===== src/include/memCtrl_config.svh =====
`ifndef MEM_CTRL_CONFIG_SVH
`define MEM_CTRL_CONFIG_SVH

// byte address width, 128 KiB of RAM
`define MEM_ADDR_WIDTH 17

// width of an instruction or a data word
`define MEM_WORD_WIDTH 32

// one RAM location
`define MEM_BYTE_WIDTH 8

`endif

===== src/rtl/memPkg.sv =====
`include "memCtrl_config.svh"

package memPkg;

    typedef logic [`MEM_ADDR_WIDTH-1:0] addr_t;
    typedef logic [`MEM_WORD_WIDTH-1:0] word_t;
    typedef logic [`MEM_BYTE_WIDTH-1:0] byte_t;

    typedef enum logic {
        opLoad,
        opStore
    } memOp_e;

    // value is the number of bytes moved
    typedef enum logic [2:0] {
        lenByte = 3'd1,
        lenHalf = 3'd2,
        lenWord = 3'd4
    } accessLen_e;

    typedef enum logic [2:0] {
        stIdle,
        stFetch,
        stLoad,
        stStore,
        stAck
    } ctrlState_e;

endpackage


===== src/rtl/ramBusIf.sv =====
`timescale 1ns/10ps

interface ramBusIf import memPkg::*; ();
    addr_t addr;
    logic  we;
    byte_t wdata;
    byte_t rdata;

    modport ctrl (
        output addr,
        output we,
        output wdata,
        input  rdata
    );

    modport ram (input addr, input we, input wdata, output rdata);
endinterface


===== src/rtl/dataReqIf.sv =====
`timescale 1ns/10ps

interface dataReqIf import memPkg::*; ();
    logic       req;
    logic       ack;
    memOp_e     op;
    accessLen_e len;
    addr_t      addr;
    word_t      wdata;
    word_t      rdata;

    modport client (
        output req,
        output op,
        output len,
        output addr,
        output wdata,
        input  ack,
        input  rdata
    );

    modport ctrl (
        input  req,
        input  op,
        input  len,
        input  addr,
        input  wdata,
        output ack,
        output rdata
    );
endinterface


===== src/rtl/fetchIf.sv =====
`timescale 1ns/10ps

interface fetchIf import memPkg::*; ();
    logic  req;
    logic  ack;
    addr_t addr;
    word_t inst;

    modport client (
        output req,
        output addr,
        input  ack,
        input  inst
    );

    modport ctrl (
        input  req,
        input  addr,
        output ack,
        output inst
    );
endinterface


===== src/rtl/memCtrl.sv =====
`timescale 1ns/10ps
`include "memCtrl_config.svh"

module memCtrl import memPkg::*; (
    input  logic   clk,
    input  logic   rst,
    input  logic   ioBufferFull,
    fetchIf.ctrl   fetch,
    dataReqIf.ctrl data,
    ramBusIf.ctrl  ram
);

    ctrlState_e state;

    // bytes addressed so far in a read, bytes written so far in a store
    logic [2:0] cnt;
    logic [1:0] rdIdx;

    addr_t      baseAddr;
    accessLen_e len;
    word_t      wdataReg;
    word_t      asmWord;

    // 1 when the data port owns the current access
    logic dataSel;
    logic fetchAck;
    logic dataAck;
    logic curReq;
    logic curAck;

    // byte currently sitting in ram.rdata
    assign rdIdx = 2'(cnt - 3'd1);

    assign curReq = dataSel ? data.req : fetch.req;
    assign curAck = dataSel ? dataAck : fetchAck;

    assign fetch.ack  = fetchAck;
    assign data.ack   = dataAck;
    assign fetch.inst = asmWord;
    assign data.rdata = asmWord;

    always_comb begin
        ram.we    = 1'b0;
        ram.wdata = wdataReg[`MEM_BYTE_WIDTH*cnt[1:0] +: `MEM_BYTE_WIDTH];
        case (state)
            stIdle: begin
                // byte 0 goes out on the same edge the request is seen
                ram.addr = data.req ? data.addr : fetch.addr;
            end
            stFetch, stLoad: begin
                // on a stall, re-read the byte already in flight
                if (ioBufferFull) begin
                    ram.addr = baseAddr + addr_t'(rdIdx);
                end else begin
                    ram.addr = baseAddr + addr_t'(cnt);
                end
            end
            stStore: begin
                ram.addr = baseAddr + addr_t'(cnt);
                ram.we   = !ioBufferFull;
            end
            default: begin
                ram.addr = baseAddr;
            end
        endcase
    end

    always_ff @(posedge clk) begin
        if (rst) begin
            state    <= stIdle;
            cnt      <= '0;
            dataSel  <= 1'b0;
            fetchAck <= 1'b0;
            dataAck  <= 1'b0;
        end else if (!ioBufferFull) begin
            case (state)
                stIdle: begin
                    // data port wins a tie
                    if (data.req) begin
                        dataSel <= 1'b1;
                        if (data.op == opStore) begin
                            state <= stStore;
                            cnt   <= 3'd0;
                        end else begin
                            state <= stLoad;
                            cnt   <= 3'd1;
                        end
                    end else if (fetch.req) begin
                        dataSel <= 1'b0;
                        state   <= stFetch;
                        cnt     <= 3'd1;
                    end
                end
                stFetch, stLoad: begin
                    if (cnt == len) begin
                        state <= stAck;
                    end else begin
                        cnt <= cnt + 3'd1;
                    end
                end
                stStore: begin
                    if (cnt == len - 3'd1) begin
                        state <= stAck;
                    end else begin
                        cnt <= cnt + 3'd1;
                    end
                end
                stAck: begin
                    if (!curAck) begin
                        fetchAck <= !dataSel;
                        dataAck  <= dataSel;
                    end else if (!curReq) begin
                        // four-phase close, ack drops a cycle after req
                        fetchAck <= 1'b0;
                        dataAck  <= 1'b0;
                        state    <= stIdle;
                    end
                end
                default: begin
                    state <= stIdle;
                end
            endcase
        end
    end

    // request fields and the assembled word
    always_ff @(posedge clk) begin
        if (!ioBufferFull) begin
            if (state == stIdle) begin
                baseAddr <= data.req ? data.addr : fetch.addr;
                len      <= data.req ? data.len : lenWord;
                wdataReg <= data.wdata;
                // cleared so short loads come out zero-extended
                asmWord  <= '0;
            end else if (state == stFetch || state == stLoad) begin
                asmWord[`MEM_BYTE_WIDTH*rdIdx +: `MEM_BYTE_WIDTH] <= ram.rdata;
            end
        end
    end

endmodule


===== src/flat_wrapper.sv =====
// flat-port wrapper written by rule: the top's interface ports become plain ports
module memCtrl_flat import memPkg::*;
  (clk, rst, ioBufferFull, fetch_req, fetch_addr, fetch_ack, fetch_inst, data_req, data_op, data_len, data_addr, data_wdata, data_ack, data_rdata, ram_addr, ram_we, ram_wdata, ram_rdata);
  fetchIf fetch_i ();
  dataReqIf data_i ();
  ramBusIf ram_i ();
  input  logic clk;
  input  logic rst;
  input  logic ioBufferFull;
  input wire logic [$bits(fetch_i.req)-1:0] fetch_req;
  input wire logic [$bits(fetch_i.addr)-1:0] fetch_addr;
  output wire logic [$bits(fetch_i.ack)-1:0] fetch_ack;
  output wire logic [$bits(fetch_i.inst)-1:0] fetch_inst;
  input wire logic [$bits(data_i.req)-1:0] data_req;
  input wire logic [$bits(data_i.op)-1:0] data_op;
  input wire logic [$bits(data_i.len)-1:0] data_len;
  input wire logic [$bits(data_i.addr)-1:0] data_addr;
  input wire logic [$bits(data_i.wdata)-1:0] data_wdata;
  output wire logic [$bits(data_i.ack)-1:0] data_ack;
  output wire logic [$bits(data_i.rdata)-1:0] data_rdata;
  output wire logic [$bits(ram_i.addr)-1:0] ram_addr;
  output wire logic [$bits(ram_i.we)-1:0] ram_we;
  output wire logic [$bits(ram_i.wdata)-1:0] ram_wdata;
  input wire logic [$bits(ram_i.rdata)-1:0] ram_rdata;
  assign fetch_i.req = fetch_req;
  assign fetch_i.addr = fetch_addr;
  assign fetch_ack = fetch_i.ack;
  assign fetch_inst = fetch_i.inst;
  assign data_i.req = data_req;
  assign data_i.op = data_op;
  assign data_i.len = data_len;
  assign data_i.addr = data_addr;
  assign data_i.wdata = data_wdata;
  assign data_ack = data_i.ack;
  assign data_rdata = data_i.rdata;
  assign ram_addr = ram_i.addr;
  assign ram_we = ram_i.we;
  assign ram_wdata = ram_i.wdata;
  assign ram_i.rdata = ram_rdata;
  memCtrl u_core (.clk(clk), .rst(rst), .ioBufferFull(ioBufferFull), .fetch(fetch_i), .data(data_i), .ram(ram_i));
endmodule

===== config.mk =====
export PLATFORM = sky130hd
export DESIGN_NAME = memCtrl_flat
export DESIGN_NICKNAME = d
export VERILOG_FILES = /design/src/rtl/memPkg.sv /design/src/rtl/ramBusIf.sv /design/src/rtl/dataReqIf.sv /design/src/rtl/fetchIf.sv /design/src/rtl/memCtrl.sv /design/src/flat_wrapper.sv
export VERILOG_INCLUDE_DIRS = /design/src /design/src/include
export SDC_FILE = /design/constraint.sdc
export NUM_CORES = 1
export LEC_CHECK = 0
export BUFFER_PORTS_ARGS = -buffer_cell sky130_fd_sc_hd__buf_2
export CAP_MARGIN = 0
export CORE_MARGIN = 1.5
export CORE_UTILIZATION = 52
export CTS_CLUSTER_SIZE = 8
export DETAILED_ROUTE_END_ITERATION = 16
export PLACE_DENSITY = 0.92
export SLEW_MARGIN = 40
export SYNTH_ARGS = -nofsm -noshare
export SYNTH_HDL_FRONTEND = slang
export SYNTH_SLANG_ARGS = --single-unit

===== constraint.sdc =====
create_clock -name clk -period 7.9 [get_ports clk]
set_input_delay 0.395 -clock clk [delete_from_list [all_inputs] [get_ports clk]]
set_output_delay 0.395 -clock clk [all_outputs]
set_load 0.005 [all_outputs]

After elaboration in Yosys (flattened, before gate mapping) --
Cells that the tools add are included.
Storage, ports and cells: flip-flop bits (word level) 93, word-level logic and storage cells 73, input port bits 83
Operators by class: multiplexer cells 26, shift-type cells 3, eq/ne operators 14, reductions and logical operators 14, bitwise operators 1, $add $sub $neg 6
Operators with widths (number):
- $pmux W17 S3 | 1
- $mux W17 | 2
- $neg A5 Y34 | 1
- $shift A8 B34 Y32 const A | 1
- $shiftx A8 B34 Y32 | 1
- $bwmux W32 | 1
- $mux W32 | 1
- $shiftx A32 B6 Y8 | 1
- $mux W3 | 9
- $add A17 B2 Y17 | 1
- $add A17 B3 Y17 | 1
- $pmux W3 S4 | 1
- $mux W1 | 10
- $pmux W3 S3 | 1
- $ne A2 B2 Y1 const B | 4
- $eq A3 B2 Y1 const B | 2
- $eq A3 B3 Y1 | 2
- $ne A2 B1 Y1 const B | 3
- $reduce_and A3 Y1 | 2
- $reduce_and A6 Y1 | 1
- $reduce_and A5 Y1 | 1
- $reduce_and A2 Y1 | 2
- $reduce_bool A2 Y1 | 2
- $add A3 B1 Y3 const B | 1
- other kinds (11) | 12

Depth between registers and ports, before layout --
depth in word-level cells 5, mapped depth 11

Worst setup path before layout --
OpenSTA, ideal clock, no wires.
path type flip-flop to flip-flop, start register u_core.state[2], end register u_core.baseAddr[0], enable pin, arrival time 5795 ps, required time 7309 ps, stages on the path, launching flop included 5, setup time 591 ps, path slack 1515 ps, buffers on the path 3, cell sequence dfxtp_1 > buf_6 > clkbuf_1 > clkbuf_1 > nor4_1
Between the ends: cells in the longest elaborated chain, start to end 2
RTL lines:
- start, declared | line memCtrl.sv:13 | ctrlState_e state;
- start signal, assigned | line memCtrl.sv:70 | state <= stIdle;
- start signal, assigned | line memCtrl.sv:82 | state <= stStore;
- start signal, assigned | line memCtrl.sv:85 | state <= stLoad;
- $logic_not A3 Y1 | line memCtrl.sv:129 | if (state == stIdle) begin
- $reduce_and A2 Y1 (no line)
- end signal, assigned | line memCtrl.sv:130 | baseAddr <= data.req ? data.addr : fetch.addr;
- end, declared | line memCtrl.sv:19 | addr_t baseAddr;
No other way between the ends. A chain may end at the register's enable or synchronous reset.

Worst setup path in the final report --
start register u_core.cnt[1], end output port ram_addr[16]
Between the ends: cells in the longest elaborated chain, start to end 4
RTL lines:
- start, declared | line memCtrl.sv:16 | logic [2:0] cnt;
- start signal, assigned | line memCtrl.sv:98 | cnt <= cnt + 3'd1;
- start signal, assigned | line memCtrl.sv:105 | cnt <= cnt + 3'd1;
- $sub A2 B1 Y2 | line memCtrl.sv:32 | assign rdIdx = 2'(cnt - 3'd1);
- $add A17 B2 Y17 | line memCtrl.sv:53 | ram.addr = baseAddr + addr_t'(rdIdx);
- $mux W17 | line memCtrl.sv:52 | if (ioBufferFull) begin
- $pmux W17 S3 * | line memCtrl.sv:45 | case (state)
- end, declared | line flat_wrapper.sv:21 | output wire logic [$bits(ram_i.addr)-1:0] ram_addr;
Mark *: on every way between the ends. The rest lies on a longest branch, timed or not.

==> metrics.md <==
| Metric | Value |
|---|---|
| CTS tree | done |
| Library cells used by synthesis | 66 |
| PwrDens | 240 nW/µm² |
| Post-CTS setup buffers | 0 |
| WL/cell | 17.3 µm |
| VDD IR max | 0.176 mV |
| RSZ-0062 raised after global routing | false |
| DR vias | 4616 |
| Synthesized Nets | 621 |
| Most frequent cells in the layout | buf_2, edfxtp_1, a21oi_1, nor2_1, nor2b_1 |
| Synthesis Warnings | 0 |
| Rel. slew slack | 48.0% |
| DR iter-0 viols | 427 |
| Final hold vios | 0 |
| Tot GR Track Use | 24.4% |
| Initial antenna violation count | 0 |
| WHS Endpoint | u_core.wdataReg[13] |
| Lkg Pwr | 2.69 nW |
| Grt total ovfl | 0 |
| Diodes inserted | 0 |
| H-tree Lvls | 3 |
| Vias per cell | 5.79 |
| CTS Hold Bufs | 0 |
| Worst r2r path cells | 5 |
| Worst slew pin tran | 0.778 ns |
| Core area | 10400 µm² |
| DIE HEIGHT | 107 µm |
| CTS max path bufs | 2 |
| Status | completed |
| Max-Cap Viols | 0 |
| Root Driver | clkbuf_8 |
| Io pins | 175 |
| Share of the synthesized area in the top cell type | 44.7% |
| HPWL after detailed placement | 10100 µm |
| Port buffer count | 174 |
| Initial DRT Pass Iterations | 5 |
| Critical Path Fanout Max | 15 |
| Minimum clock period | 4.19 ns |
| Crit end category | primary output |
| Ys flop type | edfxtp_1 |
| Synth async-reset ratio | 0% |
| Yosys top cell by area | edfxtp_1 |
| Register-to-register setup slack | 5.23 ns |
| Global-route wire length before repair | 21600 µm |
| Layout cell share with drive strength beyond 1 | 36.6% |
| Slew Viols, Final | 0 |
| CP Class | flop to primary output |
| Die area | 11500 µm² |
| Gate Count Post-Synth | 524 |
| Vias in the first global route | 4373 |
| Worst skew pair latency | 0.36 ns |
| Synth area leaders | edfxtp_1, a21oi_1, buf_4, nor2b_1, mux2_2 |
| Slowest stage delay, CP | 0.78 ns |
| Avg Inst Size Synth | 10.8 µm² |
| Nets@finish | 753 |
| Placer Congestion | 0.926 |
| Setup violators final | 0 |
| Hold Crit Class | input port to flop |
| Antenna-violating nets left | 0 |
| Commonest non-fill, non-tap cell in the layout | buf_2 |
| Final period util | 53.0% |
| Critical-path cell list | inv_1 > ha_1 > fa_1 > nand3b_1 > or3_4 > nor2_2 > xnor2_1 > a21oi_1 > o221a_2 > buf_2 |
| Die W | 107 µm |
| F_max | 239 MHz |
| Routed WL | 13800 µm |
| Critical Path RT | 7.51 ns |
| Post-cts sizing count | 0 |
| R2R Path Start | u_core.cnt[1] |
| CTS clk-pin slew, worst paths | 0.09 ns |
| Initial Util | 54.2% |
| #FFs+latches synth | 93 |
| Pre-CTS setup slack | 4.11 ns |
| Hold path cells | 1 |
| Worst path arrival time | 3.79 ns |
| Synth-to-Final Area Change | 17.0% |
| Hold_ws | 0.196 ns |
| Post-synthesis sequential area ratio | 47.9% |
| Final Power | 0.00159 W |
| DRC violation count after routing | 0 |
| Slowest library cell on the worst path | dfxtp_1 |
| Post-route worst setup slack | 3.71 ns |
| Sum Neg Setup Slack | 0 ns |
| # rows | 37 |
| Synth Cell Area | 5640 µm² |
| Worst Clk Skew | 0.00598 ns |
| CTS Buf Count | 9 |
| End-of-flow core utilization | 63.4% |
| CTS sink count | 93 |
| Largest net degree at the start of global routing | 45 |
| Post-synth EDFFs | 84 |
| Startpoint type of the worst setup path | flop |
| Critical R2R Capture | u_core.data.rdata[27] |
| Min-delay src | data_wdata[13] |
## per-stage QoR
step           cells  cell area [µm²]
2_1_floorplan    524             5640
3_3_place_gp     781             6360
3_5_place_dp     781             6380
4_1_cts          797             6600
5_1_grt          797             6600
6_report         797             6600
## state kept, by name (all words and copies together), names as in the netlist
register,count
u_core.fetch.ack,1
u_core.len,3
u_core.wdataReg,32
u_core.cnt,3
u_core.baseAddr,17
u_core.data.ack,1
u_core.dataSel,1
u_core.data.rdata,32
u_core.state,3
## cells in the mapped netlist (11+ instances only)
master and instances:
edfxtp_1 84, a21oi_1 56, nor2_1 56, buf_4 36, nor2b_1 36, nand2_1 24, mux2_2 19, o21ai_0 18
inv_1 14, nor3_1 14, xor2_1 13, ha_1 12, clkbuf_1 11
## metal layers
layer	GRT usage (%)	vias up	share of wire (%)	wire, µm
met5	0	-	0	0
met4	11.0	0	2.7	367
met3	3.65	30	7.3	1010
met2	42.1	251	51	7060
met1	30.1	2174	39	5340
li1	-	2161	-	-
## where the power goes
| group | leakage [nW] | internal [W] | total (W) | switching (W) |
|---|---|---|---|---|
| clock | 0.112 | 0.000180 | 0.000354 | 0.000175 |
| combinational | 1.68 | 0.000232 | 0.000526 | 0.000294 |
| sequential | 0.899 | 0.000640 | 0.000708 | 0.0000675 |
| total | 2.69 | 0.00105 | 0.00159 | 0.000536 |
## worst max-delay path by stage
| stage | startpoint | to | slack [ns] | cells past startpoint |
|---|---|---|---|---|
| 3_3_place_gp | u_core.cnt[1] | ram_addr[16] | 4.21 | 10 |
| 5_1_grt | u_core.cnt[1] | ram_addr[16] | 3.49 | 10 |
| 2_1_floorplan | u_core.state[2] | u_core.baseAddr[0] | 1.51 | 4 |
| 6_report | u_core.cnt[1] | ram_addr[16] | 3.71 | 10 |
| 3_5_place_dp | u_core.cnt[1] | ram_addr[16] | 4.11 | 10 |
| 4_1_cts | u_core.cnt[1] | ram_addr[16] | 3.68 | 10 |
## layout make-up
| type | instances | area [µm²] |
|---|---|---|
| clock buffers | 9 | 124 |
| repair buffers | 180 | 916 |
| clock inverters | 7 | 95.1 |
| inverters | 14 | 52.6 |
| fillers | 834 | 3810 |
| well taps | 136 | 170 |
| multi-input cells | 358 | 2540 |
| flip-flops and latches | 93 | 2700 |
## worst max-delay path, delay by kind of cell (launching register included)
| kind | cells | cell delay, ns |
|---|---|---|
| flops | 1 | 0.78 |
| simple gates | 3 | 0.85 |
| xor+xnor | 1 | 0.12 |
| compound gates | 2 | 0.34 |
| buf+inv | 2 | 0.39 |
| fa+ha+maj | 2 | 0.95 |
## logic make-up (layout without fill, tap and decap cells)
family,after synthesis,in the layout,share of synthesized area [%]
AND/OR/NAND/NOR,173,173,16.3
XOR/XNOR,22,22,3.66
adder cells (fa/ha/maj),15,15,3.55
buffers and inverters,73,210,7.89
flip-flops,93,93,47.9
AO/OA/AOI/OAI,117,117,13.0
multiplexers,31,31,7.69
(Power assumes the default switching activity.)
